## src/common/tracker_defines.svh

```systemverilog
`ifndef TRACKER_DEFINES_SVH
`define TRACKER_DEFINES_SVH

// ######################################################################
// NoC and log geometry
// ######################################################################

// width of one NoC flit
`define TRACKER_NOC_W 64

// the log holds 2**6 = 64 lines
`define TRACKER_ADDR_W 6

// one log line spans two NoC flits
`define TRACKER_LINE_W 128

// ######################################################################
// this node's position on the NoC
// ######################################################################

`define TRACKER_SRC_X 8'd3
`define TRACKER_SRC_Y 8'd5

`endif

```

## src/tracker_reader/tracker_width_fix.sv

```systemverilog
`include "tracker_defines.svh"

module tracker_width_fix (
    input  logic                       clk,
    input  logic                       rst,

    input  logic [`TRACKER_LINE_W-1:0] line_data,
    input  logic                       load_line,
    input  logic                       next_flit,

    output logic [`TRACKER_NOC_W-1:0]  flit_data
);

    logic [`TRACKER_LINE_W-1:0] line_reg;

    // ######################################################################
    // line hold and shift
    // ######################################################################

    // the most significant flit of the line always sits on top, so sending
    // a line is just a sequence of left shifts by one flit width

    always_ff @(posedge clk) begin
        if (rst) begin
            line_reg <= '0;
        end else if (load_line) begin
            line_reg <= line_data;   // a load wins over a shift
        end else if (next_flit) begin
            line_reg <= line_reg << `TRACKER_NOC_W;
        end
    end

    assign flit_data = line_reg[`TRACKER_LINE_W-1 -: `TRACKER_NOC_W];

endmodule
```

## config.mk

```make
export PLATFORM = sky130hd
export DESIGN_NAME = tracker_width_fix
export DESIGN_NICKNAME = d
export VERILOG_FILES = /design/src/tracker_reader/tracker_width_fix.sv
export VERILOG_INCLUDE_DIRS = /design/src /design/src/common
export SDC_FILE = /design/constraint.sdc
export NUM_CORES = 1
export LEC_CHECK = 0
export ABC_AREA = 1
export BUFFER_PORTS_ARGS = -buffer_cell sky130_fd_sc_hd__buf_2
export CAP_MARGIN = 0
export CORE_ASPECT_RATIO = 1.75
export CORE_MARGIN = 4
export CORE_UTILIZATION = 45
export CTS_BUF_LIST = sky130_fd_sc_hd__clkbuf_16
export DETAILED_ROUTE_END_ITERATION = 8
export GPL_TIMING_DRIVEN = 0
export PLACE_DENSITY = 0.85
export RECOVER_POWER = 100
export SYNTH_ARGS = -nofsm -noshare
export SYNTH_HDL_FRONTEND = slang
export SYNTH_SLANG_ARGS = --single-unit
```

## constraint.sdc

```tcl
create_clock -name clk -period 0.9 [get_ports clk]
set_input_delay 0.18 -clock clk [delete_from_list [all_inputs] [get_ports clk]]
set_output_delay 0.18 -clock clk [all_outputs]
set_load 0.01 [all_outputs]
```

After elaboration in Yosys (flattened, before gate mapping). Cells that the tools add are included. Widths: inputs -> output; s select.

Register bits: 128. Output and inout bits: 64. Word-level logic and storage cells: 4.

Reductions and logical operators: 1. Mux-type cells: 2.

Operator list (number): $mux 128 (2); $reduce_bool 2->1 (1).

Longest topological paths before layout.
Depth after elaboration: 2. Depth in mapped cells: 7.

Worst setup path before layout. Ideal clock, no wire load.

Path kind: input-to-reg. Start point: input port rst. End point: register line_reg[44]. Buffers on the path: 2. Required time: 768 ps. Arrival time: 748 ps. Slack: 20 ps. Cell stages on the path: 3. Path through: clkbuf_1 clkbuf_1 a21oi_1.

RTL lines: from (decl) (line tracker_width_fix.sv:5) `input logic rst,`; to (signal assigned) (line tracker_width_fix.sv:27) `line_reg <= line_data;`; to (signal assigned) (line tracker_width_fix.sv:29) `` line_reg <= line_reg << `TRACKER_NOC_W; ``; to (decl) (line tracker_width_fix.sv:14) `` logic [`TRACKER_LINE_W-1:0] line_reg; ``.

No word-level cell between the ends.

Worst setup path in the final report.
Start point: register line_reg[66]. End point: output port flit_data[2].

RTL lines: to (decl) (line tracker_width_fix.sv:11) `` output logic [`TRACKER_NOC_W-1:0] flit_data ``.

No word-level cell between the ends.

==> impl_metrics.csv <==
group,metric,value,unit
setup_path,crit_fanout,2,
floorplanning,start_util,45.8,%
routing,detail-route-antenna-nets,0,
timing,min_period,1050,ps
timing,drv_slew,0,
timing,layout_setup_ws,-147,ps
pwr,leakagePower,3.99,nW
clocking,cts.sinks,128,
setup_path,critPathBufInv,1,
setup_path,reg2reg_slack,120,ps
clocking,h-tree-depth,4,
timing,setup-violations-final,94,
global_routing,grtUsageTotal,21.7,%
clocking,cts.reportedPaths.clkPinSlew,60,ps
yosys,synth_top_area_share,44.7,%
yosys,yosysSeqAreaShare,44.7,%
yosys,synth.area.top_cells,"dfxtp_1 (45%), nand2_1 (21%), nand3_1 (11%)",
yosys,synth_mux_area_share,0,%
floorplanning,io_pins,196,
finish,n_antenna_cell,0,
routing,viasPerCell,4.80,
setup_path,path_depth,1,
finish,fin_nets,1118,
setup_path,criticalPathCategory,"reg -> out",
yosys,synth_simple_gate_area_share,32.2,%
pwr,powerDensity,2010,nW/um^2
floorplanning,die_h,157,um
floorplanning,core_area,12500,um^2
global_routing,grt_pass1_wl,24.8,mm
yosys,synth_adder_area_share,0,%
setup_path,cp-end-kind,"primary output",
routing,drc,0,
routing,drt_iter0_markers,214,
global_routing,first_global_vias,5295,
timing,rsz0062_at_grt,"true",
clocking,cts-root-buf,"clkbuf_16",
global_routing,grt_overflow,0,
routing,wl_per_cell,13.8,um
routing,finalWirelength,16.1,mm
timing,tns,-8560,ps
global_routing,antenna_found_initial,0,
finish,drive_above_1_share,34.8,%
finish,syn2layout_area_growth,33.7,%
clocking,clockBufferDepth,2,
yosys,synth_compound_area_share,5.59,%
setup_path,crit_start,"line_reg[66]",
routing,dr.pass1.iters,5,
timing,finalClockSkew,6.13,ps
timing,final_hold_viol_count,0,
setup_path,timing.rr.end,"line_reg[115]",
global_routing,grt_max_degree,17,
floorplanning,fp.dieArea,14700,um^2
worst_hold_path,hp-start,"line_data[48]",
yosys,synth_xor_area_share,0,%
setup_path,worstRegToRegCells,5,
floorplanning,die_x,93.3,um
setup_path,r2r_start,"line_reg[115]",
pwr,peakVddDrop,1240,uV
yosys,synth_top_cell_by_area,"dfxtp_1",
setup_path,crit_chain,"buf_6",
status,status,"finished with violations",
placed_design,dpl.cell_count,1188,
timing,period_share,116,%
timing,worstMarginPinSlew,501,ps
worst_hold_path,holdPathEnd,"line_reg[48]",
placed_design,hpwl,11.9,mm
status,violations,"negative setup slack",
yosys,yosysUniqueCellTypes,11,
setup_path,cp.arrival,870,ps
clocking,cts_buffers,17,
worst_hold_path,min_path_cells,3,
timing,max_slew_margin,66.6,%
setup_path,critPathTopFamily,"flip-flops",
yosys,ys_ff_latch,128,
setup_path,cp_data_required_time,720,ps
placed_design,io_buffers,195,
yosys,synth_top_family_by_area,"simple AND/OR/NAND/NOR gates",
yosys,postSynthAreaPerCell,6.94,um^2
floorplanning,std_cell_rows,54,
placed_design,gp_congestion,0.853,
clocking,clock_latency,410,ps
yosys,yosysWarningCount,0,
job,max_cap_violations,0,
setup_path,start_kind,"flop",
setup_path,slowest_stage,"dfxtp_2",
timing,fmax,955,MHz
yosys,synth.cell_area,5730,um^2
yosys,syn-num-nets,957,
clocking,cts_tree,"yes",
finish,largest_reg_flops,128,
worst_hold_path,holdCritPathClass,"in -> reg",
setup_path,cpPeakStageDelay,350,ps
finish,final_cell_count_no_fill,1167,
routing,vias,5599,
yosys,syn_inst,825,
## per-stage QoR
stage	utilization [%]	hold slack, ps	cell area, um^2	power [W]	setup WS (ps)
2_1_floorplan	-	328	5730	0.00729	19.6
3_3_place_gp	55.3	437	6910	0.00797	-499
3_5_place_dp	55.3	438	6910	0.00801	-495
4_1_cts	61.0	2.49	7620	0.0155	-169
5_1_grt	61.3	8.97	7660	0.0160	-183
6_report	61.3	21.1	7660	0.0154	-147
## Yosys cell counts, drive strengths merged
cell and number:
dfxtp 128, nand3 128, buf 115, a21oi 64
nor2 1, inv 66, nand2 320, clkbuf 3
## worst max path at each step
stage	slack, ps	end
after floorplan	20	line_reg[44]
after global placement	-500	line_reg[50]
after detailed placement	-490	line_reg[50]
after CTS	-170	flit_data[10]
after global routing	-180	flit_data[51]
final	-150	flit_data[2]
## power by group
group | internal (W) | switching, W
Sequential | 0.00600 | 0.000195
Clock | 0.00490 | 0.00256
Combinational | 0.000855 | 0.000917
Total | 0.0118 | 0.00368
## final cells by class
cell class                      instances  area (um^2)
Fill cell                            1114         4840
Sequential cell                       128         2640
Multi-Input combinational cell        513         2170
Timing Repair Buffer                  206         1470
Clock buffer                           17          425
Buffer                                 54          278
Inverter                               66          248
Clock inverter                         15          216
Tap cell                              168          210
## cells in the final DEF (no fill, tap or decap)
cell type / instances
inv_2: 2
buf_6: 65
dfxtp_2: 64
buf_1: 5
dlygate4sd3_1: 2
clkbuf_1: 3
a21oi_1: 64
clkinv_4: 1
clkbuf_16: 17
clkinvlp_4: 3
nand2_2: 1
clkinv_2: 2
nand2_1: 319
nand3_1: 127
inv_6: 2
nor2_1: 1
clkinv_1: 1
inv_1: 65
clkbuf_4: 5
nand3_2: 1
clkbuf_2: 7
bufinv_16: 5
buf_2: 163
dfxtp_1: 64
buf_4: 10
## cells by family (layout without fill, tap and decap cells)
group	Yosys count	after routing
simple gates	449	449
buf+inv	184	358
flops	128	128
compound gates	64	64
## routing by layer
metal  vias to the layer above  part of all wire [%]  track usage [%]
met1                      2520                    36             22.6
met5                         -                     0                0
met4                         0                   3.7             11.4
met2                       199                    54             39.7
met3                        44                   5.6             5.12
li1                       2836                     -                -
## what timing repair did
action	CTS	global route
endpoints found under the setup margin	84	69
setup buffers	6	4
gates resized for setup	133	7
hold buffers	2	0
hold endpoints to repair	2	0
Power figures use the tool's default switching activity.
