`config.mk`:
```
export PLATFORM = sky130hd
export DESIGN_NAME = tracker_read_datap
export DESIGN_NICKNAME = d
export VERILOG_FILES = /design/src/common/tracker_pkg.sv /design/src/tracker_reader/tracker_read_datap.sv
export VERILOG_INCLUDE_DIRS = /design/src /design/src/common
export SDC_FILE = /design/constraint.sdc
export NUM_CORES = 1
export LEC_CHECK = 0
export BUFFER_PORTS_ARGS = -buffer_cell sky130_fd_sc_hd__buf_2
export CORE_ASPECT_RATIO = 0.75
export CORE_MARGIN = 3
export CORE_UTILIZATION = 40
export DETAILED_ROUTE_END_ITERATION = 12
export GPL_ROUTABILITY_DRIVEN = 0
export GPL_TIMING_DRIVEN = 0
export MAX_ROUTING_LAYER = met4
export PLACE_DENSITY = 0.83
export SETUP_SLACK_MARGIN = 0.4
export SLEW_MARGIN = 10
export SYNTH_ARGS = -nofsm -noshare
export SYNTH_HDL_FRONTEND = slang
export SYNTH_SLANG_ARGS = --single-unit
```
`constraint.sdc`:
```
create_clock -name clk -period 8.2 [get_ports clk]
set_input_delay 2.46 -clock clk [delete_from_list [all_inputs] [get_ports clk]]
set_output_delay 2.46 -clock clk [all_outputs]
set_load 0.01 [all_outputs]
```
`src/common/tracker_defines.svh`:
```
`ifndef TRACKER_DEFINES_SVH
`define TRACKER_DEFINES_SVH

// ######################################################################
// NoC and log geometry
// ######################################################################

// width of one NoC flit
`define TRACKER_NOC_W 64

// the log holds 2**6 = 64 lines
`define TRACKER_ADDR_W 6

// one log line spans two NoC flits
`define TRACKER_LINE_W 128

// ######################################################################
// this node's position on the NoC
// ######################################################################

`define TRACKER_SRC_X 8'd3
`define TRACKER_SRC_Y 8'd5

`endif

```
`src/common/tracker_pkg.sv`:
```
`include "tracker_defines.svh"

package tracker_pkg;

    // ######################################################################
    // message and select encodings
    // ######################################################################

    typedef enum logic [1:0] {
        READ_REQ  = 2'd0,
        META_REQ  = 2'd1,
        READ_RESP = 2'd2,
        META_RESP = 2'd3
    } tracker_req_e;

    typedef enum logic [1:0] {
        HDR_1   = 2'd0,
        HDR_2   = 2'd1,
        TRACKER = 2'd2,
        DATA    = 2'd3
    } flit_sel_e;

    localparam logic [7:0] TRACKER_MSG = 8'h0d;

    // the FSM and the length field both use the line-to-flit ratio
    localparam int FLITS_PER_LINE = `TRACKER_LINE_W / `TRACKER_NOC_W;
    localparam int FLITS_SHIFT    = $clog2(FLITS_PER_LINE);

    // ######################################################################
    // flit layouts
    // ######################################################################

    localparam int ROUTING_HDR_USED_W = 44;
    localparam int MISC_HDR_USED_W    = 36;

    typedef struct packed {
        logic [7:0]                                   dst_chip_id;
        logic [7:0]                                   dst_x;
        logic [7:0]                                   dst_y;
        logic [3:0]                                   dst_fbits;
        logic [7:0]                                   msg_len;   // flits after this one
        logic [7:0]                                   msg_type;
        logic [`TRACKER_NOC_W-ROUTING_HDR_USED_W-1:0] padding;
    } routing_hdr_flit;

    typedef struct packed {
        logic [7:0]                                src_chip_id;
        logic [7:0]                                src_x;
        logic [7:0]                                src_y;
        logic [3:0]                                src_fbits;
        logic [7:0]                                metadata_flits;
        logic [`TRACKER_NOC_W-MISC_HDR_USED_W-1:0] padding;
    } misc_hdr_flit;

    typedef struct packed {
        tracker_req_e                req_type;
        logic [`TRACKER_ADDR_W-1:0]  start_addr;
        logic [`TRACKER_ADDR_W-1:0]  end_addr;   // one past the last line
    } tracker_flit;

    localparam int TRACKER_FLIT_W = $bits(tracker_flit);

endpackage

```
`src/tracker_reader/tracker_read_datap.sv`:
```
`include "tracker_defines.svh"

module tracker_read_datap (
    input  logic                       clk,
    input  logic                       rst,

    input  logic [`TRACKER_NOC_W-1:0]  noc_in_data,
    output logic [`TRACKER_NOC_W-1:0]  noc_out_data,

    input  logic [`TRACKER_NOC_W-1:0]  line_flit_data,
    output logic [`TRACKER_ADDR_W-1:0] log_rd_addr,
    input  logic [`TRACKER_ADDR_W-1:0] curr_wr_addr,
    input  logic                       has_wrapped,

    input  logic                       ctrl_store_hdr2,
    input  logic                       ctrl_store_req,
    input  logic                       ctrl_incr_rd_addr,
    input  tracker_pkg::flit_sel_e     ctrl_flit_sel,

    output tracker_pkg::tracker_req_e  datap_req_type,
    output logic                       datap_last_entry
);

    localparam int TRACKER_PAD_W = `TRACKER_NOC_W - tracker_pkg::TRACKER_FLIT_W;

    logic [`TRACKER_ADDR_W-1:0]   rd_addr_reg;
    logic [`TRACKER_ADDR_W-1:0]   rd_addr_next;
    logic [`TRACKER_ADDR_W-1:0]   num_lines;
    logic [7:0]                   num_lines_ext;

    tracker_pkg::tracker_flit     req_flit_reg;
    tracker_pkg::tracker_flit     req_flit_next;
    tracker_pkg::misc_hdr_flit    misc_req_reg;

    tracker_pkg::routing_hdr_flit hdr_1;
    tracker_pkg::misc_hdr_flit    hdr_2;
    tracker_pkg::tracker_flit     read_resp;
    tracker_pkg::tracker_flit     meta_resp;

    // ######################################################################
    // request registers and read address
    // ######################################################################

    always_ff @(posedge clk) begin
        if (rst) begin
            rd_addr_reg <= '0;
        end else begin
            rd_addr_reg <= rd_addr_next;
        end
        req_flit_reg <= req_flit_next;
        if (ctrl_store_hdr2) begin
            misc_req_reg <= noc_in_data;
        end
    end

    assign req_flit_next = ctrl_store_req
                           ? noc_in_data[`TRACKER_NOC_W-1 -: tracker_pkg::TRACKER_FLIT_W]
                           : req_flit_reg;

    assign rd_addr_next = ctrl_store_req    ? req_flit_next.start_addr
                        : ctrl_incr_rd_addr ? rd_addr_reg + 1'b1
                        :                     rd_addr_reg;

    assign log_rd_addr      = rd_addr_next;   // memory output lines up with rd_addr_reg
    assign datap_req_type   = req_flit_reg.req_type;
    assign datap_last_entry = (rd_addr_next == req_flit_reg.end_addr);

    assign num_lines     = req_flit_reg.end_addr - req_flit_reg.start_addr;   // wraps mod 64
    assign num_lines_ext = 8'(num_lines);

    // ######################################################################
    // response flits
    // ######################################################################

    always_comb begin
        hdr_1             = '0;
        hdr_1.dst_chip_id = misc_req_reg.src_chip_id;
        hdr_1.dst_x       = misc_req_reg.src_x;
        hdr_1.dst_y       = misc_req_reg.src_y;
        hdr_1.dst_fbits   = misc_req_reg.src_fbits;
        hdr_1.msg_len     = (datap_req_type == tracker_pkg::READ_REQ)
                            ? 8'd2 + (num_lines_ext << tracker_pkg::FLITS_SHIFT)
                            : 8'd2;
        hdr_1.msg_type    = tracker_pkg::TRACKER_MSG;
    end

    always_comb begin
        hdr_2                = '0;
        hdr_2.src_x          = `TRACKER_SRC_X;
        hdr_2.src_y          = `TRACKER_SRC_Y;
        hdr_2.metadata_flits = 8'd1;
    end

    always_comb begin
        read_resp            = req_flit_reg;
        read_resp.req_type   = tracker_pkg::READ_RESP;

        meta_resp            = '0;
        meta_resp.req_type   = tracker_pkg::META_RESP;
        meta_resp.start_addr = has_wrapped ? curr_wr_addr + 1'b1 : '0;   // oldest valid line
        meta_resp.end_addr   = curr_wr_addr;
    end

    always_comb begin
        case (ctrl_flit_sel)
            tracker_pkg::HDR_1:   noc_out_data = hdr_1;
            tracker_pkg::HDR_2:   noc_out_data = hdr_2;
            tracker_pkg::TRACKER: begin
                if (datap_req_type == tracker_pkg::READ_REQ) begin
                    noc_out_data = {read_resp, {TRACKER_PAD_W{1'b0}}};
                end else begin
                    noc_out_data = {meta_resp, {TRACKER_PAD_W{1'b0}}};
                end
            end
            default:              noc_out_data = line_flit_data;
        endcase
    end

endmodule

```
-- Word-level counts from Yosys, hierarchy flattened
Index checks and enable logic that the tools add are counted.
- $mul: 0
- div/mod/pow operators: 0
- multiplexer cells: 7
- $lt $le $gt $ge: 0
- shift-type cells: 0
- reduce and logical (&&, ||, !) cells: 2
- add/sub/neg operators: 4
- bitwise operators: 0
- eq/ne operators: 3
- operator list (operator ; count):
    $pmux W64 S3 ; 1
    $mux W63 ; 1
    $mux W6 ; 3
    $add A6 B1 Y6 const B ; 2
    $mux W12 ; 1
    $add A2 B7 Y8 const A ; 1
    $mux W8 ; 1
    $eq A6 B6 Y1 ; 1
    $sub A6 B6 Y6 ; 1
    $logic_not A2 Y1 ; 2
    $eq A2 B1 Y1 const B ; 1
    $eq A2 B2 Y1 const B ; 1
- memory bits (read-only): 0
- word-level logic and storage cells: 24
- output and inout bits: 73
- memories: 0
- bits of input ports: 142
- flip-flop bits (word level): 48
- bits in latches: 0
- bits in writable memories: 0

-- Logic depth before layout (Yosys ltp)
- depth in word-level cells: 4
- depth in mapped cells: 10

-- Worst setup path after synthesis
OpenSTA, ideal clock, no wires.
- path kind: input to output
- start point: input port ctrl_store_req
- end point: output port datap_last_entry
- cell stages on the path: 6
- required time: 5740 ps
- slack: 2073 ps
- arrival time: 3667 ps
- cells stage by stage: clkbuf_1 -> clkbuf_1 -> nand2_1 -> o21ai_1 -> xor2_1 -> nor3_1
- cells in the longest elaborated chain, start to end: 3
- RTL lines (item ; line ; text):
    from (decl) ; tracker_read_datap.sv:16 ; input logic ctrl_store_req,
    $mux W12 ; tracker_read_datap.sv:56 ; assign req_flit_next = ctrl_store_req
    $mux W6 (*) ; tracker_read_datap.sv:60 ; assign rd_addr_next = ctrl_store_req ? req_flit_next.start_addr
    net log_rd_addr[5] ; tracker_read_datap.sv:11 ; output logic [`TRACKER_ADDR_W-1:0] log_rd_addr,
    $eq A6 B6 Y1 (*) ; tracker_read_datap.sv:66 ; assign datap_last_entry = (rd_addr_next == req_flit_reg.end_addr);
    to (decl) ; tracker_read_datap.sv:21 ; output logic datap_last_entry
Mark *: on every way through the listed nets, which the timed path passes. The rest lies on a longest branch.

-- Worst setup path in the final report
- start point: input port ctrl_store_req
- end point: output port datap_last_entry
- cells in the longest elaborated chain, start to end: 3
- RTL lines (item ; line):
    $mux W12 ; tracker_read_datap.sv:56
    $mux W6 (*) ; tracker_read_datap.sv:60
    $eq A6 B6 Y1 (*) ; tracker_read_datap.sv:66
Mark *: on every way between the ends. The rest lies on a longest branch, timed or not.

==> metrics.md <==
| Metric | Value |
|---|---|
| Commonest non-fill, non-tap cell in the layout | buf_2 |
| Setup TNS | 0 ns |
| Lkg Pwr | 2.05 nW |
| Core ar. | 6930 sq um |
| Count of input and output buffers | 176 |
| Antenna-violating nets left | 0 |
| Layout Cells excl Fill | 570 |
| Pint | 445 uW |
| Layout cells sized above 1 | 0.407 |
| Worst Hold Depth | 2 |
| Gate Count Post-Synth | approximately 290 |
| Ant diodes | 0 |
| Max FO, Critical Path | 10 |
| Final Setup Violations | 0 |
| Fmax | ~150 MHz |
| Chip height | about 80 um |
| Net Switching | roughly 190 uW |
| First-pass GRT wire length | approximately 15000 um |
| CTS clock-pin slew for the worst setup and hold paths | 0.09 ns |
| TritonCTS clock tree | done |
| Bufs on Longest Clock Path | 2 |
| Setup bufs post-CTS | 0 |
| Synth Cell Area | 2900 sq um |
| CTS Sinks | 48 |
| Syn-to-layout area delta | 38.2% |
| Post-DP HPWL | 7960 um |
| Total track usage | 0.233 |
| Initial drt markers | 211 |
| Seq/Total Area, Yosys | 0.456 |
| Maxcap violations | 0 |
| Worst Skew | 0.00139 ns |
| Pwr dens | 159 nW/um^2 |
| Placed Cells | 562 |
| DRT Pass-1 Iters | 5 |
| Worst r2r path cells | 5 |
| Die width | 104 um |
| Worst vdd ir | 91.5 uV |
| Clk pwr share | 0.252 |
| Unrepaired setup endpoints after global routing | false |
| Row count | 26 |
| Final Net Count | 622 |
| Seq pwr share | 0.459 |
| Final hold violation count | 0 |
| Crit Path Class | primary input to primary output |
| Comb pwr share | 0.288 |
| DRC violations left | 0 |
| Worst-Margin Slew | 0.750 ns |
| Rel. slew slack | 0.498 |
| DRT Wirelength | 9840 um |
| DR WL/cell | 17.3 um |
| Max reg flops | 28 |
| Vias in the first global route | between 2000 and 3000 |
| Post-cts resize count | 0 |
| HP Class | flop to flop |
| Total Power | between 600 and 700 uW |
| GR Overflow Total | 0 |
| Synth Register Bits | 48 |
| Final Slew Violations | 0 |
| CP Cell Sequence | buf_2 -> clkbuf_1 -> clkbuf_1 -> o21a_1 -> xnor2_1 -> nand4_1 -> nor3_1 -> buf_2 |
| Status | completed |
| Cts hold-fix bufs | 0 |
| Slowest-stage cell, CP | clkbuf_1 |
| Pin count of the biggest net entering global routing | 29 |
| Core Util, Final | 0.577 |
| Fin Hold WS | 0.529 ns |
| Setup crit end kind | primary output |
| CTS root buffer | clkbuf_8 |
| I/O pin cnt | 215 |
| Switching Share | 0.302 |
| Via/cell ratio | 5.28 |
| Syn Area/Cell | 10.1 sq um |
| Clock latency on the worst-skew pair | roughly 0.3 ns |
| Period utilization | 0.819 |
| CP max stage delay | 0.34 ns |
| Initial core utilization | 0.418 |
| H-tree depth | 2 |
| CP Data Required Time | 5.74 ns |
| Most frequent cells in the layout | buf_2 (176), edfxtp_1 (36), a22o_1 (28), and3_1 (27), nand2_1 (26) |
| DR vias | 3012 |
| Synth warnings | 0 |
| Num CTS Buffers | 5 |
| CP Launch Type | primary input |
| Syn_nets | 439 |
| Post-synth cell types | 41 |
| Initial antenna violation count | 0 |
| Tmin final | 6.71 ns |
| CP Data Arrival Time | ~4.3 ns |
| Die area | around 8300 sq um |
metrics by stage:
stage,area (sq um),setup slack [ns]
floorplan,2900,2.07
global placement,3900,1.54
detailed placement,3900,1.50
CTS,4000,1.49
global route,4000,1.25
finish,4000,1.49
cell usage after synthesis:
| master | instances | area share |
|---|---|---|
| edfxtp_1 | 36 | 0.37 |
| a22o_1 | 28 | 0.085 |
| and3_1 | 27 | 0.058 |
| nand2_1 | 26 | 0.034 |
| o21ai_0 | 19 | 0.033 |
| inv_1 | 17 | 0.022 |
| clkbuf_1 | 15 | 0.019 |
| dfxtp_1 | 12 | 0.083 |
| nor2_1 | 12 | 0.016 |
| xnor2_1 | 12 | 0.036 |
| xor2_1 | 10 | 0.030 |
| ha_1 | 8 | 0.035 |
| a21oi_1 | 7 | 0.012 |
| mux2i_1 | 7 | 0.024 |
| o21a_1 | 5 | 0.013 |
| o21ai_1 | 5 | 0.0086 |
| a21o_1 | 4 | 0.010 |
| nand3_1 | 4 | 0.0069 |
| nand4_1 | 4 | 0.0086 |
| a22oi_1 | 3 | 0.0078 |
| buf_6 | 3 | 0.012 |
| nor2b_1 | 3 | 0.0065 |
| and2_1 | 2 | 0.0043 |
| or2_1 | 2 | 0.0043 |
| a221oi_1 | 1 | 0.0030 |
| a31oi_1 | 1 | 0.0022 |
| a32o_1 | 1 | 0.0035 |
| and2_2 | 1 | 0.0026 |
| and2b_1 | 1 | 0.0026 |
| buf_1 | 1 | 0.0013 |
| clkbuf_2 | 1 | 0.0017 |
| fa_1 | 1 | 0.0069 |
| mux2_2 | 1 | 0.0039 |
| nor3_1 | 1 | 0.0017 |
| nor3_2 | 1 | 0.0035 |
| nor3b_1 | 1 | 0.0026 |
| o311a_1 | 1 | 0.0035 |
| o311a_2 | 1 | 0.0039 |
| o31ai_1 | 1 | 0.0026 |
| or4_1 | 1 | 0.0026 |
| xor2_4 | 1 | 0.0095 |
critical path, delay by kind of cell:
family	cells	cell delay (ns)
buf+inv	4	1.07
simple gates	2	0.31
compound gates	1	0.26
xor+xnor	1	0.13
cell type report:
cell class,count,area [sq um]
sequential,48,1320
clock buffer,7,97.6
tap,98,123
buffer,20,98.8
inverter,17,63.8
timing repair buffer,176,881
fill,638,2930
multi-input combinational,203,1410
clock inverter,1,5.00
final timing paths:
| path | startpoint | endpoint | slack [ns] |
|---|---|---|---|
| worst max-delay path | ctrl_store_req | datap_last_entry | 1.49 |
| worst min-delay path | read_resp[10] | read_resp[10] | 0.53 |
| worst max register to register | rd_addr_reg[0] | rd_addr_reg[5] | 6.99 |
| worst min register to register | read_resp[10] | read_resp[10] | 0.53 |
cells by family (layout without fill, tap and decap cells):
family / after synthesis / in the layout / synth area share
simple gates: 86 / 86 / 0.154
compound gates: 77 / 77 / 0.188
flops: 48 / 48 / 0.456
buf+inv: 37 / 221 / 0.0562
xor+xnor: 23 / 23 / 0.0761
fa+ha+maj: 9 / 9 / 0.0415
mux: 8 / 8 / 0.0281
per-layer routing:
layer,vias up,track usage,share of wire
li1,1416,-,-
met1,1427,0.278,0.41
met2,156,0.409,0.50
met3,13,0.0558,0.078
met4,0,0.0465,0.012
met5,-,-,0
power by group through the flow:
| stage | clock network [mW] | registers [mW] | logic [mW] |
|---|---|---|---|
| floorplan | 0 | 0.295 | 0.107 |
| global placement | 0 | 0.297 | 0.178 |
| detailed placement | 0 | 0.298 | 0.183 |
| CTS | 0.162 | 0.293 | 0.184 |
| global route | 0.174 | 0.295 | 0.202 |
| finish | 0.161 | 0.293 | 0.184 |
Power figures use the tool's default switching activity.
