### src/common/tracker_defines.svh
`ifndef TRACKER_DEFINES_SVH
`define TRACKER_DEFINES_SVH

// ######################################################################
// NoC and log geometry
// ######################################################################

// width of one NoC flit
`define TRACKER_NOC_W 64

// the log holds 2**6 = 64 lines
`define TRACKER_ADDR_W 6

// one log line spans two NoC flits
`define TRACKER_LINE_W 128

// ######################################################################
// this node's position on the NoC
// ######################################################################

`define TRACKER_SRC_X 8'd3
`define TRACKER_SRC_Y 8'd5

`endif

### src/common/tracker_pkg.sv
`include "tracker_defines.svh"

package tracker_pkg;

    // ######################################################################
    // message and select encodings
    // ######################################################################

    typedef enum logic [1:0] {
        READ_REQ  = 2'd0,
        META_REQ  = 2'd1,
        READ_RESP = 2'd2,
        META_RESP = 2'd3
    } tracker_req_e;

    typedef enum logic [1:0] {
        HDR_1   = 2'd0,
        HDR_2   = 2'd1,
        TRACKER = 2'd2,
        DATA    = 2'd3
    } flit_sel_e;

    localparam logic [7:0] TRACKER_MSG = 8'h0d;

    // the FSM and the length field both use the line-to-flit ratio
    localparam int FLITS_PER_LINE = `TRACKER_LINE_W / `TRACKER_NOC_W;
    localparam int FLITS_SHIFT    = $clog2(FLITS_PER_LINE);

    // ######################################################################
    // flit layouts
    // ######################################################################

    localparam int ROUTING_HDR_USED_W = 44;
    localparam int MISC_HDR_USED_W    = 36;

    typedef struct packed {
        logic [7:0]                                   dst_chip_id;
        logic [7:0]                                   dst_x;
        logic [7:0]                                   dst_y;
        logic [3:0]                                   dst_fbits;
        logic [7:0]                                   msg_len;   // flits after this one
        logic [7:0]                                   msg_type;
        logic [`TRACKER_NOC_W-ROUTING_HDR_USED_W-1:0] padding;
    } routing_hdr_flit;

    typedef struct packed {
        logic [7:0]                                src_chip_id;
        logic [7:0]                                src_x;
        logic [7:0]                                src_y;
        logic [3:0]                                src_fbits;
        logic [7:0]                                metadata_flits;
        logic [`TRACKER_NOC_W-MISC_HDR_USED_W-1:0] padding;
    } misc_hdr_flit;

    typedef struct packed {
        tracker_req_e                req_type;
        logic [`TRACKER_ADDR_W-1:0]  start_addr;
        logic [`TRACKER_ADDR_W-1:0]  end_addr;   // one past the last line
    } tracker_flit;

    localparam int TRACKER_FLIT_W = $bits(tracker_flit);

endpackage

### src/tracker_reader/tracker_read_ctrl.sv
`include "tracker_defines.svh"

module tracker_read_ctrl (
    input  logic                     clk,
    input  logic                     rst,

    input  logic                     noc_in_val,
    output logic                     noc_out_val,

    input  tracker_pkg::tracker_req_e datap_req_type,
    input  logic                     datap_last_entry,

    output logic                     ctrl_store_hdr2,
    output logic                     ctrl_store_req,
    output logic                     ctrl_incr_rd_addr,
    output tracker_pkg::flit_sel_e   ctrl_flit_sel,

    output logic                     load_line,
    output logic                     next_flit
);

    localparam int CNT_W = (tracker_pkg::FLITS_PER_LINE > 1) ? tracker_pkg::FLITS_SHIFT : 1;
    localparam logic [CNT_W-1:0] LAST_CNT = CNT_W'(tracker_pkg::FLITS_PER_LINE - 1);

    typedef enum logic [2:0] {
        IDLE,
        WAIT_HDR2,
        WAIT_REQ,
        SEND_HDR1,
        SEND_HDR2,
        SEND_TRACKER,
        DATA_OUT
    } state_e;

    state_e            state_reg;
    state_e            state_next;
    logic [CNT_W-1:0]  flit_cnt_reg;
    logic [CNT_W-1:0]  flit_cnt_next;

    always_ff @(posedge clk) begin
        if (rst) begin
            state_reg    <= IDLE;
            flit_cnt_reg <= '0;
        end else begin
            state_reg    <= state_next;
            flit_cnt_reg <= flit_cnt_next;
        end
    end

    always_comb begin
        state_next        = state_reg;
        flit_cnt_next     = flit_cnt_reg;
        noc_out_val       = 1'b0;
        ctrl_store_hdr2   = 1'b0;
        ctrl_store_req    = 1'b0;
        ctrl_incr_rd_addr = 1'b0;
        ctrl_flit_sel     = tracker_pkg::HDR_1;
        load_line         = 1'b0;
        next_flit         = 1'b0;

        case (state_reg)
            IDLE: begin
                if (noc_in_val) begin
                    state_next = WAIT_HDR2;   // routing header is not needed
                end
            end
            WAIT_HDR2: begin
                if (noc_in_val) begin
                    ctrl_store_hdr2 = 1'b1;
                    state_next      = WAIT_REQ;
                end
            end
            WAIT_REQ: begin
                if (noc_in_val) begin
                    ctrl_store_req = 1'b1;   // also starts the read of start_addr
                    state_next     = SEND_HDR1;
                end
            end
            SEND_HDR1: begin
                noc_out_val   = 1'b1;
                ctrl_flit_sel = tracker_pkg::HDR_1;
                state_next    = SEND_HDR2;
            end
            SEND_HDR2: begin
                noc_out_val   = 1'b1;
                ctrl_flit_sel = tracker_pkg::HDR_2;
                state_next    = SEND_TRACKER;
            end
            SEND_TRACKER: begin
                noc_out_val   = 1'b1;
                ctrl_flit_sel = tracker_pkg::TRACKER;
                flit_cnt_next = '0;
                if ((datap_req_type == tracker_pkg::READ_REQ) && !datap_last_entry) begin
                    load_line  = 1'b1;   // first line has been read by now
                    state_next = DATA_OUT;
                end else begin
                    state_next = IDLE;
                end
            end
            DATA_OUT: begin
                noc_out_val   = 1'b1;
                ctrl_flit_sel = tracker_pkg::DATA;
                if (flit_cnt_reg == '0) begin
                    ctrl_incr_rd_addr = 1'b1;   // fetch the next line early
                end
                if (flit_cnt_reg == LAST_CNT) begin
                    flit_cnt_next = '0;
                    if (datap_last_entry) begin
                        state_next = IDLE;
                    end else begin
                        load_line = 1'b1;
                    end
                end else begin
                    flit_cnt_next = flit_cnt_reg + 1'b1;
                    next_flit     = 1'b1;
                end
            end
            default: begin
                state_next = IDLE;
            end
        endcase
    end

endmodule

### config.mk
export PLATFORM = sky130hd
export DESIGN_NAME = tracker_read_ctrl
export DESIGN_NICKNAME = d
export VERILOG_FILES = /design/src/common/tracker_pkg.sv /design/src/tracker_reader/tracker_read_ctrl.sv
export VERILOG_INCLUDE_DIRS = /design/src /design/src/common
export SDC_FILE = /design/constraint.sdc
export NUM_CORES = 1
export LEC_CHECK = 0
export ABC_AREA = 1
export BUFFER_PORTS_ARGS = -buffer_cell sky130_fd_sc_hd__buf_2
export CELL_PAD_IN_SITES_DETAIL_PLACEMENT = 1
export CELL_PAD_IN_SITES_GLOBAL_PLACEMENT = 2
export CORE_MARGIN = 2
export CORE_UTILIZATION = 22
export DETAILED_ROUTE_END_ITERATION = 12
export PLACE_DENSITY = 0.78
export SYNTH_ARGS = -nofsm -noshare
export SYNTH_HDL_FRONTEND = slang
export SYNTH_SLANG_ARGS = --single-unit
### constraint.sdc
create_clock -name clk -period 2.7 [get_ports clk]
set_input_delay 0.27 -clock clk [delete_from_list [all_inputs] [get_ports clk]]
set_output_delay 0.27 -clock clk [all_outputs]
set_load 0.03 [all_outputs]
# Yosys cells after proc, flatten, opt, wreduce, memory -nomap -nowiden
# Cells that the tools add are included.
[word_totals]
regBits = 4
in_bits = 6
[op_classes]
n_mux = 20
n_reduce_logical = 7
addsub = 1
n_eq_ne = 11
[op_table]
columns = ["operator", "n"]
rows = [
  ["case mux 3 bit (7 select lines)", 1],
  ["two-way mux 3 bit", 6],
  ["two-way mux 1 bit", 10],
  ["inequality test 2 bit, second input constant", 5],
  ["equality test 3 bit, second input constant", 3],
  ["equality test 3 x 2 -> 1 bit, second input constant", 2],
  ["case mux 2 bit (3 select lines)", 1],
  ["AND reduction 5 bit", 1],
  ["case mux 1 bit (2 select lines)", 2],
  ["OR reduction 4 bit", 1],
  ["equality test 3 x 1 -> 1 bit, second input constant", 1],
  ["logical NOT 3 bit", 1],
  ["logical NOT 2 bit", 1],
  ["nonzero test 2 bit", 1],
  ["adder 1 bit, second input constant", 1],
  ["logical AND 1 bit", 1],
  ["logical NOT 1 bit", 1],
]

# Logic depth before layout (Yosys ltp)
# Gate-level depths: netlist of the first run.
[depth]
depth_word = 4
depth_mapped = 6
depth_no_buf = 6

# Worst setup path before layout of the first run
# OpenSTA, ideal clock, no wires.
[synth_timing]
path_kind = "register -> output"
from = "reg state_reg[0]"
to = "out ctrl_store_hdr2"
required_time_ps = 2430
path_buffers = 0
arrival_time_ps = 1464
setup_slack_ps = 966
stages_incl_launch_ff = 3
path_cell_list = "dfxtp_1 inv_2 nor4_1"
[synth_between]
elab_chain_cells = 2
[synth_rtl]
columns = ["element", "line_no", "source"]
rows = [
  ["start: declaration", "tracker_read_ctrl.sv:35", "state_e state_reg;"],
  ["start signal: assignment", "tracker_read_ctrl.sv:45", "state_reg <= state_next;"],
  ["equality test 3 x 1 -> 1 bit", "tracker_read_ctrl.sv:61", "case (state_reg)"],
  ["two-way mux 1 bit", "tracker_read_ctrl.sv:61", ""],
  ["end: declaration", "tracker_read_ctrl.sv:13", "output logic ctrl_store_hdr2,"],
]
# Every way passes these cells.

# Final worst setup path of the first run
[layout_timing]
from = "reg state_reg[0]"
to = "out load_line"
[layout_between]
elab_chain_cells = 2
[layout_rtl]
columns = ["element", "line_no", "source"]
rows = [
  ["equality test 3 bit", "tracker_read_ctrl.sv:61", ""],
  ["case mux 1 bit (2 select lines) *", "tracker_read_ctrl.sv:61", ""],
  ["end: declaration", "tracker_read_ctrl.sv:18", "output logic load_line,"],
]
# Mark *: on every way between the ends. The rest lies on a longest branch, timed or not.

==> flow_summary.yaml, run 1 <==
worst_setup_path:
  worst_r2r_endpoint: "state_reg[1]$_SDFFE_PP0P_"
  critPathLaunchType: "flip-flop"
  path_max_fanout: 7
  worst_ep_required_time_ns: 2.43
  regToRegSetupSlack_ns: 1.63
  cp-end-kind: "primary output"
  r2r_start: "state_reg[1]$_SDFFE_PP0P_"
  cp.arrival_ns: 1.34
  r2r_cells: 5
  crit_type: "flip-flop to primary output"
die:
  row_count: 13
  die_w_um: 42.5
  initial_core_util: 0.242
  num_io_pins: 14
  coreArea_um2: 1350
  die_h_um: 42.5
  die-area_um2: 1810
cts:
  cts_buffer_depth: 2
  postCtsSetupBuffers: 0
  cts_tree: "yes"
  ctsResizeCount: 0
  clock_sinks: 4
  postCtsHoldBufs: 0
  insertion_delay_ns: 0.24
  cts-root-buf: "clkbuf_4"
  cts_buffers: 3
  htree_levels: 1
  clkTransAtPathRegs_ns: 0.04
cells_and_area:
  layout.nets: 74
  area_growth_pct: 30.3
  n_fill_cell: 182
  final_common_cell: "buf_2"
  largest_register_ffs: 3
  most-common-layout-cells: "13 x buf_2, 8 x inv_1, 7 x nand2_1"
  drive_above_1_share: 0.439
  insertedDiodeCount: 0
  final_util: 0.315
route:
  first_iter_violations: 3
  first_pass_iters: 4
  vias: 366
  wl_per_cell_um: 10.8
  vias_per_cell: 4.52
  detail-route-antenna-nets: 0
  wirelength_um: 873
  route.detailed.drc: 0
timing:
  skew_ns: 0.000251
  setup_tns_ns: 0
  max_slew_margin: 0.814
  slew_violations: 0
  setup_viol_count_final: 0
  rsz0062_at_grt: "no"
  hold_viol: 0
  worst_pin_slew_ns: 0.279
  period_minus_slack_ns: 1.61
  clock.fmax_mhz: 621
  worst_hold_slack_ns: 0.228
  finalCritPeriodShare: 0.597
min_path:
  hold_start: "rst"
  worstHoldPathType: "primary input to flip-flop"
  hold_depth: 2
  holdPathEnd: "flit_cnt_reg$_SDFFE_PP0P_"
place:
  io_buffers: 13
  gp_congestion: 0.777
  hpwlAfterDp_um: 746
power_and_ir_drop:
  cellLeakagePower_uw: 0.000227
  powerDensity_nw_per_um2: 501
  ir_drop_mv: 0.253
synthesis:
  syn_area_um2: 327
  ys_warn_count: 0
  yosysSeqAreaShare: 0.245
  synth_area_per_cell_um2: 6.40
  synth-seq-cells: 4
  syn-num-nets: 57
  synth_cells: 51
  ys_types: 18
global_route:
  grt_use_total: 0.116
  grt_antenna_before_repair: 0
  grt_max_degree: 8
  grt_remaining_overflow: 0
  grt_pass1_wl_um: 1550
  grt_pass1_vias: 362
outcome:
  outcome: "complete, no violations"
job:
  maxCapViolCount: 0
==> per-stage QoR <==
stage	worst slack [ns]	std cells	power, uW	cell area, um2
after floorplan	0.966	51	121	327
after global placement	1.32	78	140	403
after detailed placement	1.33	78	139	403
after CTS	1.07	81	216	425
after global routing	0.984	81	227	425
final	1.09	81	213	425
==> how the worst max path moves through the flow <==
stage                     cells past startpoint              end                 startpoint
final                                         5        load_line  state_reg[0]$_SDFFE_PP0P_
after global routing                          5        next_flit  state_reg[2]$_SDFFE_PP0P_
after CTS                                     5        load_line  state_reg[0]$_SDFFE_PP0P_
after detailed placement                      5        load_line  state_reg[0]$_SDFFE_PP0P_
after global placement                        5        load_line  state_reg[1]$_SDFFE_PP0P_
after floorplan                               2  ctrl_store_hdr2  state_reg[0]$_SDFFE_PP0P_
==> worst max-delay path: stages (launching register included) <==
cell and delay [ns]:
dfxtp_1 0.46, inv_2 0.10, nand2_2 0.10, nor2_4 0.04, a31o_2 0.22, buf_2 0.17
==> synthesized netlist by cell type, drive strengths merged <==
cell   count  area, um2
a31o       1       8.76
nor2       7       36.3
a21oi      7       42.5
dfxtp      4       80.1
nand4      1       6.26
nor4       1       6.26
nor3       1       5.00
o21ai      1       8.76
inv       11       41.3
buf        1       7.51
nand3      7       45.0
nand2      9       38.8
==> metal layers <==
layer  GRT usage  vias to the layer above  share of wire
met5           0                        -              0
met4      0.0750                        0          0.023
met3      0.0259                        2          0.024
met2       0.160                        6           0.44
met1       0.158                      163           0.51
li1            -                      195              -
==> cell families after synthesis <==
group	Yosys count	synth area share
and+or+nand+nor	26	0.421
buffers and inverters	12	0.149
AOI/OAI and AO/OA	9	0.184
DFF	4	0.245
==> where the power goes <==
group / switching [uW] / internal (uW) / leakage, uW
clock: 25.7 / 49.8 / 0.0000138
combinational: 41.4 / 20.7 / 0.000180
sequential: 10.8 / 64.6 / 0.0000328
==> area by class of cell <==
class | count | area (um2) | area share
Multi-Input combinational cell | 35 | 198 | 0.465
Sequential cell | 4 | 80.1 | 0.188
Timing Repair Buffer | 13 | 65.1 | 0.153
Inverter | 11 | 41.3 | 0.0971
Clock buffer | 3 | 22.5 | 0.0529
Tap cell | 15 | 18.8 | 0.0441
Note: power is estimated with default switching activity, not from simulation.
==> run 2: changes to the inputs <==
--- a/config.mk
+++ b/config.mk
@@ -11,9 +11,9 @@
 export CELL_PAD_IN_SITES_DETAIL_PLACEMENT = 1
 export CELL_PAD_IN_SITES_GLOBAL_PLACEMENT = 2
 export CORE_MARGIN = 2
-export CORE_UTILIZATION = 22
+export CORE_UTILIZATION = 21
 export DETAILED_ROUTE_END_ITERATION = 12
-export PLACE_DENSITY = 0.78
+export PLACE_DENSITY = 0.75
 export SYNTH_ARGS = -nofsm -noshare
 export SYNTH_HDL_FRONTEND = slang
 export SYNTH_SLANG_ARGS = --single-unit
==> constraint.sdc (replaced) <==
create_clock -name clk -period 1.5 [get_ports clk]
set_input_delay 0.15 -clock clk [delete_from_list [all_inputs] [get_ports clk]]
set_output_delay 0.15 -clock clk [all_outputs]
set_load 0.03 [all_outputs]
==> flow_summary.yaml, run 2 (synthesis results as in run 1) <==
power_and_ir_drop:
  ir_drop_mv: 0.334
  cellLeakagePower_uw: 0.000228
  power_frac_comb: 0.297
  p_clk_frac: 0.343
  switchingPower_uw: 138
  p_total_uw: 384
  p_int_uw: 246
  powerDensity_nw_per_um2: 880
  p_seq_frac: 0.360
  sw_frac_of_total: 0.359
place:
  gp_congestion: 0.764
  io_buffers: 13
  dp.cells: 79
  hpwlAfterDp_um: 733
min_path:
  worstHoldPathType: "primary input to flip-flop"
  hold_depth: 2
global_route:
  grt_max_degree: 8
  busiest_layer: "met2"
  grt_pass1_vias: 369
  grt_antenna_before_repair: 0
  gr-usage-met2: 0.167
  met1_usage: 0.126
  grt_remaining_overflow: 0
  grt_use_total: 0.107
  met3_usage: 0.0292
  grt_pass1_wl_um: 1460
cts:
  clock_sinks: 4
  cts-root-buf: "clkbuf_4"
  postCtsHoldBufs: 0
  insertion_delay_ns: 0.23
  clkTransAtPathRegs_ns: 0.04
  htree_levels: 1
  cts_buffer_depth: 2
  cts_tree: "yes"
  cts_buffers: 3
route:
  detail-route-antenna-nets: 0
  route.detailed.drc: 0
  first_pass_iters: 2
  wirelength_um: 857
  first_iter_violations: 4
  vias_per_cell: 4.55
  wl_per_cell_um: 10.5
  vias: 373
die:
  row_count: 14
  die_h_um: 43.4
  num_io_pins: 14
  coreArea_um2: 1490
  die_w_um: 43.4
  die-area_um2: 1890
  initial_core_util: 0.219
worst_setup_path:
  r2r_cells: 5
  cp.arrival_ns: 1.23
  cp_slowest_cell: "dfxtp_2"
  crit_type: "flip-flop to primary output"
  path_cells: "inv_2, nand2_2, nor2_4, a31o_2, buf_2"
  cpPeakStageDelay_ns: 0.39
  path_max_fanout: 7
  critPathLaunchType: "flip-flop"
  cp-end-kind: "primary output"
  worst_ep_required_time_ns: 1.35
cells_and_area:
  final_cell_count_no_fill: 82
  layout.nets: 74
  area_growth_pct: 33.7
  largest_register_ffs: 3
  n_fill_cell: 194
  most-common-layout-cells: "13 x buf_2, 8 x inv_1, 7 x nand2_1"
  insertedDiodeCount: 0
  final_common_cell: "buf_2"
  drive_above_1_share: 0.500
timing:
  max_slew_margin: 0.865
  worst_pin_slew_ns: 0.202
  finalCritPeriodShare: 0.922
  clock.fmax_mhz: 723
  worst_hold_slack_ns: 0.107
  setup_tns_ns: 0
  slew_violations: 0
  hold_viol: 0
  rsz0062_at_grt: "no"
  setup_viol_count_final: 0
  skew_ns: 0.00188
  period_minus_slack_ns: 1.38
outcome:
  outcome: "complete, no violations"
job:
  maxCapViolCount: 0
==> run 2: cell counts in the layout (fill, tap and decap cells not counted) <==
Identical to the previous run, type by type.
==> run 2: per-stage QoR <==
step	setup WS (ns)	area, um2	util
5_1_grt	0.0253	437	0.293
3_5_place_dp	0.256	410	0.276
3_3_place_gp	0.225	410	0.276
2_1_floorplan	0.152	333	-
6_report	0.116	437	0.293
4_1_cts	0.000153	434	0.292
==> run 2: area by class of cell <==
class | count | area, um2 | area share
Tap cell | 16 | 20.0 | 0.0458
Timing Repair Buffer | 13 | 65.1 | 0.149
Clock buffer | 3 | 22.5 | 0.0516
Inverter | 11 | 41.3 | 0.0946
Multi-Input combinational cell | 35 | 204 | 0.467
Sequential cell | 4 | 83.8 | 0.192
==> run 2: path summary, 6_finish.rpt <==
kind                             startpoint                         to  slack [ns]
setup / recovery  state_reg[0]$_SDFFE_PP0P_                  load_line        0.12
setup reg to reg  state_reg[0]$_SDFFE_PP0P_  state_reg[1]$_SDFFE_PP0P_        0.50
hold reg to reg   flit_cnt_reg$_SDFFE_PP0P_  flit_cnt_reg$_SDFFE_PP0P_        0.50
hold / removal                          rst  flit_cnt_reg$_SDFFE_PP0P_        0.11
==> run 2: layer usage <==
| layer | wire length [um] | part of all wire |
|---|---|---|
| met2 | 457 | 0.53 |
| met1 | 364 | 0.42 |
| met5 | 0 | 0 |
| met4 | 12 | 0.014 |
| met3 | 22 | 0.026 |
==> run 2: power by group through the flow <==
| stage | logic, uW | registers (uW) | clock network [uW] |
|---|---|---|---|
| CTS | 116 | 137 | 141 |
| floorplan | 85.5 | 134 | 0 |
| global placement | 116 | 138 | 0 |
| finish | 114 | 139 | 132 |
| detailed placement | 115 | 138 | 0 |
| global route | 130 | 141 | 147 |
==> run 2: timing repair <==
| action | CTS | global route |
|---|---|---|
| buffers inserted | 0 | 0 |
| resized for setup | 1 | 2 |
| setup endpoints to repair | 1 | 4 |
==> run 2: critical path, delay by kind of cell, from the launching register on <==
family / cells / cell delay [ns]
compound gates: 1 / 0.22
buf+inv: 2 / 0.25
flops: 1 / 0.39
simple gates: 2 / 0.14
==> run 3: changes to the inputs <==
--- a/config.mk
+++ b/config.mk
@@ -14,6 +14,7 @@
 export CORE_UTILIZATION = 21
 export DETAILED_ROUTE_END_ITERATION = 12
 export PLACE_DENSITY = 0.75
+export RECOVER_POWER = 100
 export SYNTH_ARGS = -nofsm -noshare
 export SYNTH_HDL_FRONTEND = slang
 export SYNTH_SLANG_ARGS = --single-unit
==> flow_summary.yaml, run 3 (synthesis results as in run 1) <==
cells_and_area:
  area_growth_pct: 33.3
  most-common-layout-cells: "8 x inv_1, 7 x nand2_1, 7 x buf_2"
  stdcell_area_um2: 435
  largest_register_ffs: 3
  final_cell_count_no_fill: 82
  drive_above_1_share: 0.485
  insertedDiodeCount: 0
  final_util: 0.292
  layout.nets: 74
  final_common_cell: "inv_1"
die:
  die_w_um: 43.4
  coreArea_um2: 1490
  num_io_pins: 14
  die_h_um: 43.4
  die-area_um2: 1890
  row_count: 14
  initial_core_util: 0.219
worst_setup_path:
  cp-end-kind: "primary output"
  crit_start: "state_reg[0]$_SDFFE_PP0P_"
  r2r_cells: 5
  cp.arrival_ns: 1.24
  worst_ep_required_time_ns: 1.35
  regToRegSetupSlack_ns: 0.50
  worst_r2r_endpoint: "state_reg[1]$_SDFFE_PP0P_"
  r2r_start: "state_reg[0]$_SDFFE_PP0P_"
  path_max_fanout: 7
  critPathLaunchType: "flip-flop"
  crit_type: "flip-flop to primary output"
cts:
  clkTransAtPathRegs_ns: 0.04
  cts_buffers: 3
  htree_levels: 1
  cts_tree: "yes"
  postCtsHoldBufs: 0
  insertion_delay_ns: 0.23
  clock_sinks: 4
  cts-root-buf: "clkbuf_4"
  postCtsSetupBuffers: 0
  cts_buffer_depth: 2
timing:
  slew_violations: 0
  period_minus_slack_ns: 1.39
  hold_viol: 0
  setup_viol_count_final: 0
  clock.fmax_mhz: 721
  setup_tns_ns: 0
  rsz0062_at_grt: "no"
  skew_ns: 0.00188
  worst_pin_slew_ns: 0.360
  max_slew_margin: 0.761
  finalCritPeriodShare: 0.924
route:
  vias: 373
  wl_per_cell_um: 10.5
  route.detailed.drc: 0
  vias_per_cell: 4.55
  first_iter_violations: 4
  first_pass_iters: 2
  detail-route-antenna-nets: 0
  wirelength_um: 860
min_path:
  hold_depth: 2
  worstHoldPathType: "primary input to flip-flop"
  holdPathEnd: "flit_cnt_reg$_SDFFE_PP0P_"
  hold_start: "rst"
power_and_ir_drop:
  powerDensity_nw_per_um2: 882
  cellLeakagePower_uw: 0.000220
  ir_drop_mv: 0.334
place:
  io_buffers: 13
  gp_congestion: 0.764
  hpwlAfterDp_um: 733
  dp.cells: 79
  placed_area_um2: 410
global_route:
  grt_max_degree: 8
  grt_pass1_vias: 369
  grt_use_total: 0.107
  grt_remaining_overflow: 0
  grt_antenna_before_repair: 0
  grt_pass1_wl_um: 1460
outcome:
  outcome: "complete, no violations"
job:
  maxCapViolCount: 0
==> run 3: changes by cell type in the layout (fill, tap and decap cells not counted), sizes merged <==
| cell | delta |
|---|---|
| buf | -6 |
| clkbuf | +6 |
==> run 3: through the flow <==
step,hold slack (ns),total power (uW),worst slack [ns]
floorplan,0.212,219,0.152
global placement,0.361,254,0.225
CTS,0.0982,395,0.000153
finish,0.107,384,0.114
detailed placement,0.351,253,0.256
global route,0.116,417,0.0134
==> run 3: worst max path at each step <==
stage,cells after the start,to
after global routing,6,ctrl_incr_rd_addr
after floorplan,2,ctrl_store_req
final,6,ctrl_incr_rd_addr
after detailed placement,5,load_line
after CTS,5,load_line
after global placement,5,load_line
==> run 3: power by group <==
group | total, uW | switching, uW | internal (uW)
clock network | 132 | 42.3 | 89.4
logic | 114 | 76.0 | 37.7
registers | 138 | 20.0 | 119
total | 384 | 138 | 246
==> run 3: what timing repair did <==
action | 4_1_cts | 5_1_grt
endpoints found under the hold margin | 0 | 0
setup endpoints to repair | 1 | 4
gates resized for setup | 1 | 2
==> run 3: cell type report <==
class / count / area (um2)
Fill cell: 195 / 1050
Timing Repair Buffer: 13 / 63.8
Inverter: 11 / 41.3
Multi-Input combinational cell: 35 / 204
Tap cell: 16 / 20.0
Clock buffer: 3 / 22.5
Sequential cell: 4 / 83.8
==> run 3: per-layer routing <==
metal | vias to the layer above | wire (um) | track usage
li1 | 197 | - | -
met1 | 169 | 366 | 0.126
met2 | 5 | 458 | 0.167
met3 | 2 | 22 | 0.0292
met4 | 0 | 12 | 0.0727
met5 | - | 0 | 0
==> run 3: critical path, stage by stage (launching register included) <==
cell and delay [ns]:
dfxtp_2 0.35, inv_2 0.10, nand2_2 0.08, nor2_4 0.11
nand2_1 0.09, inv_1 0.07, clkbuf_2 0.19
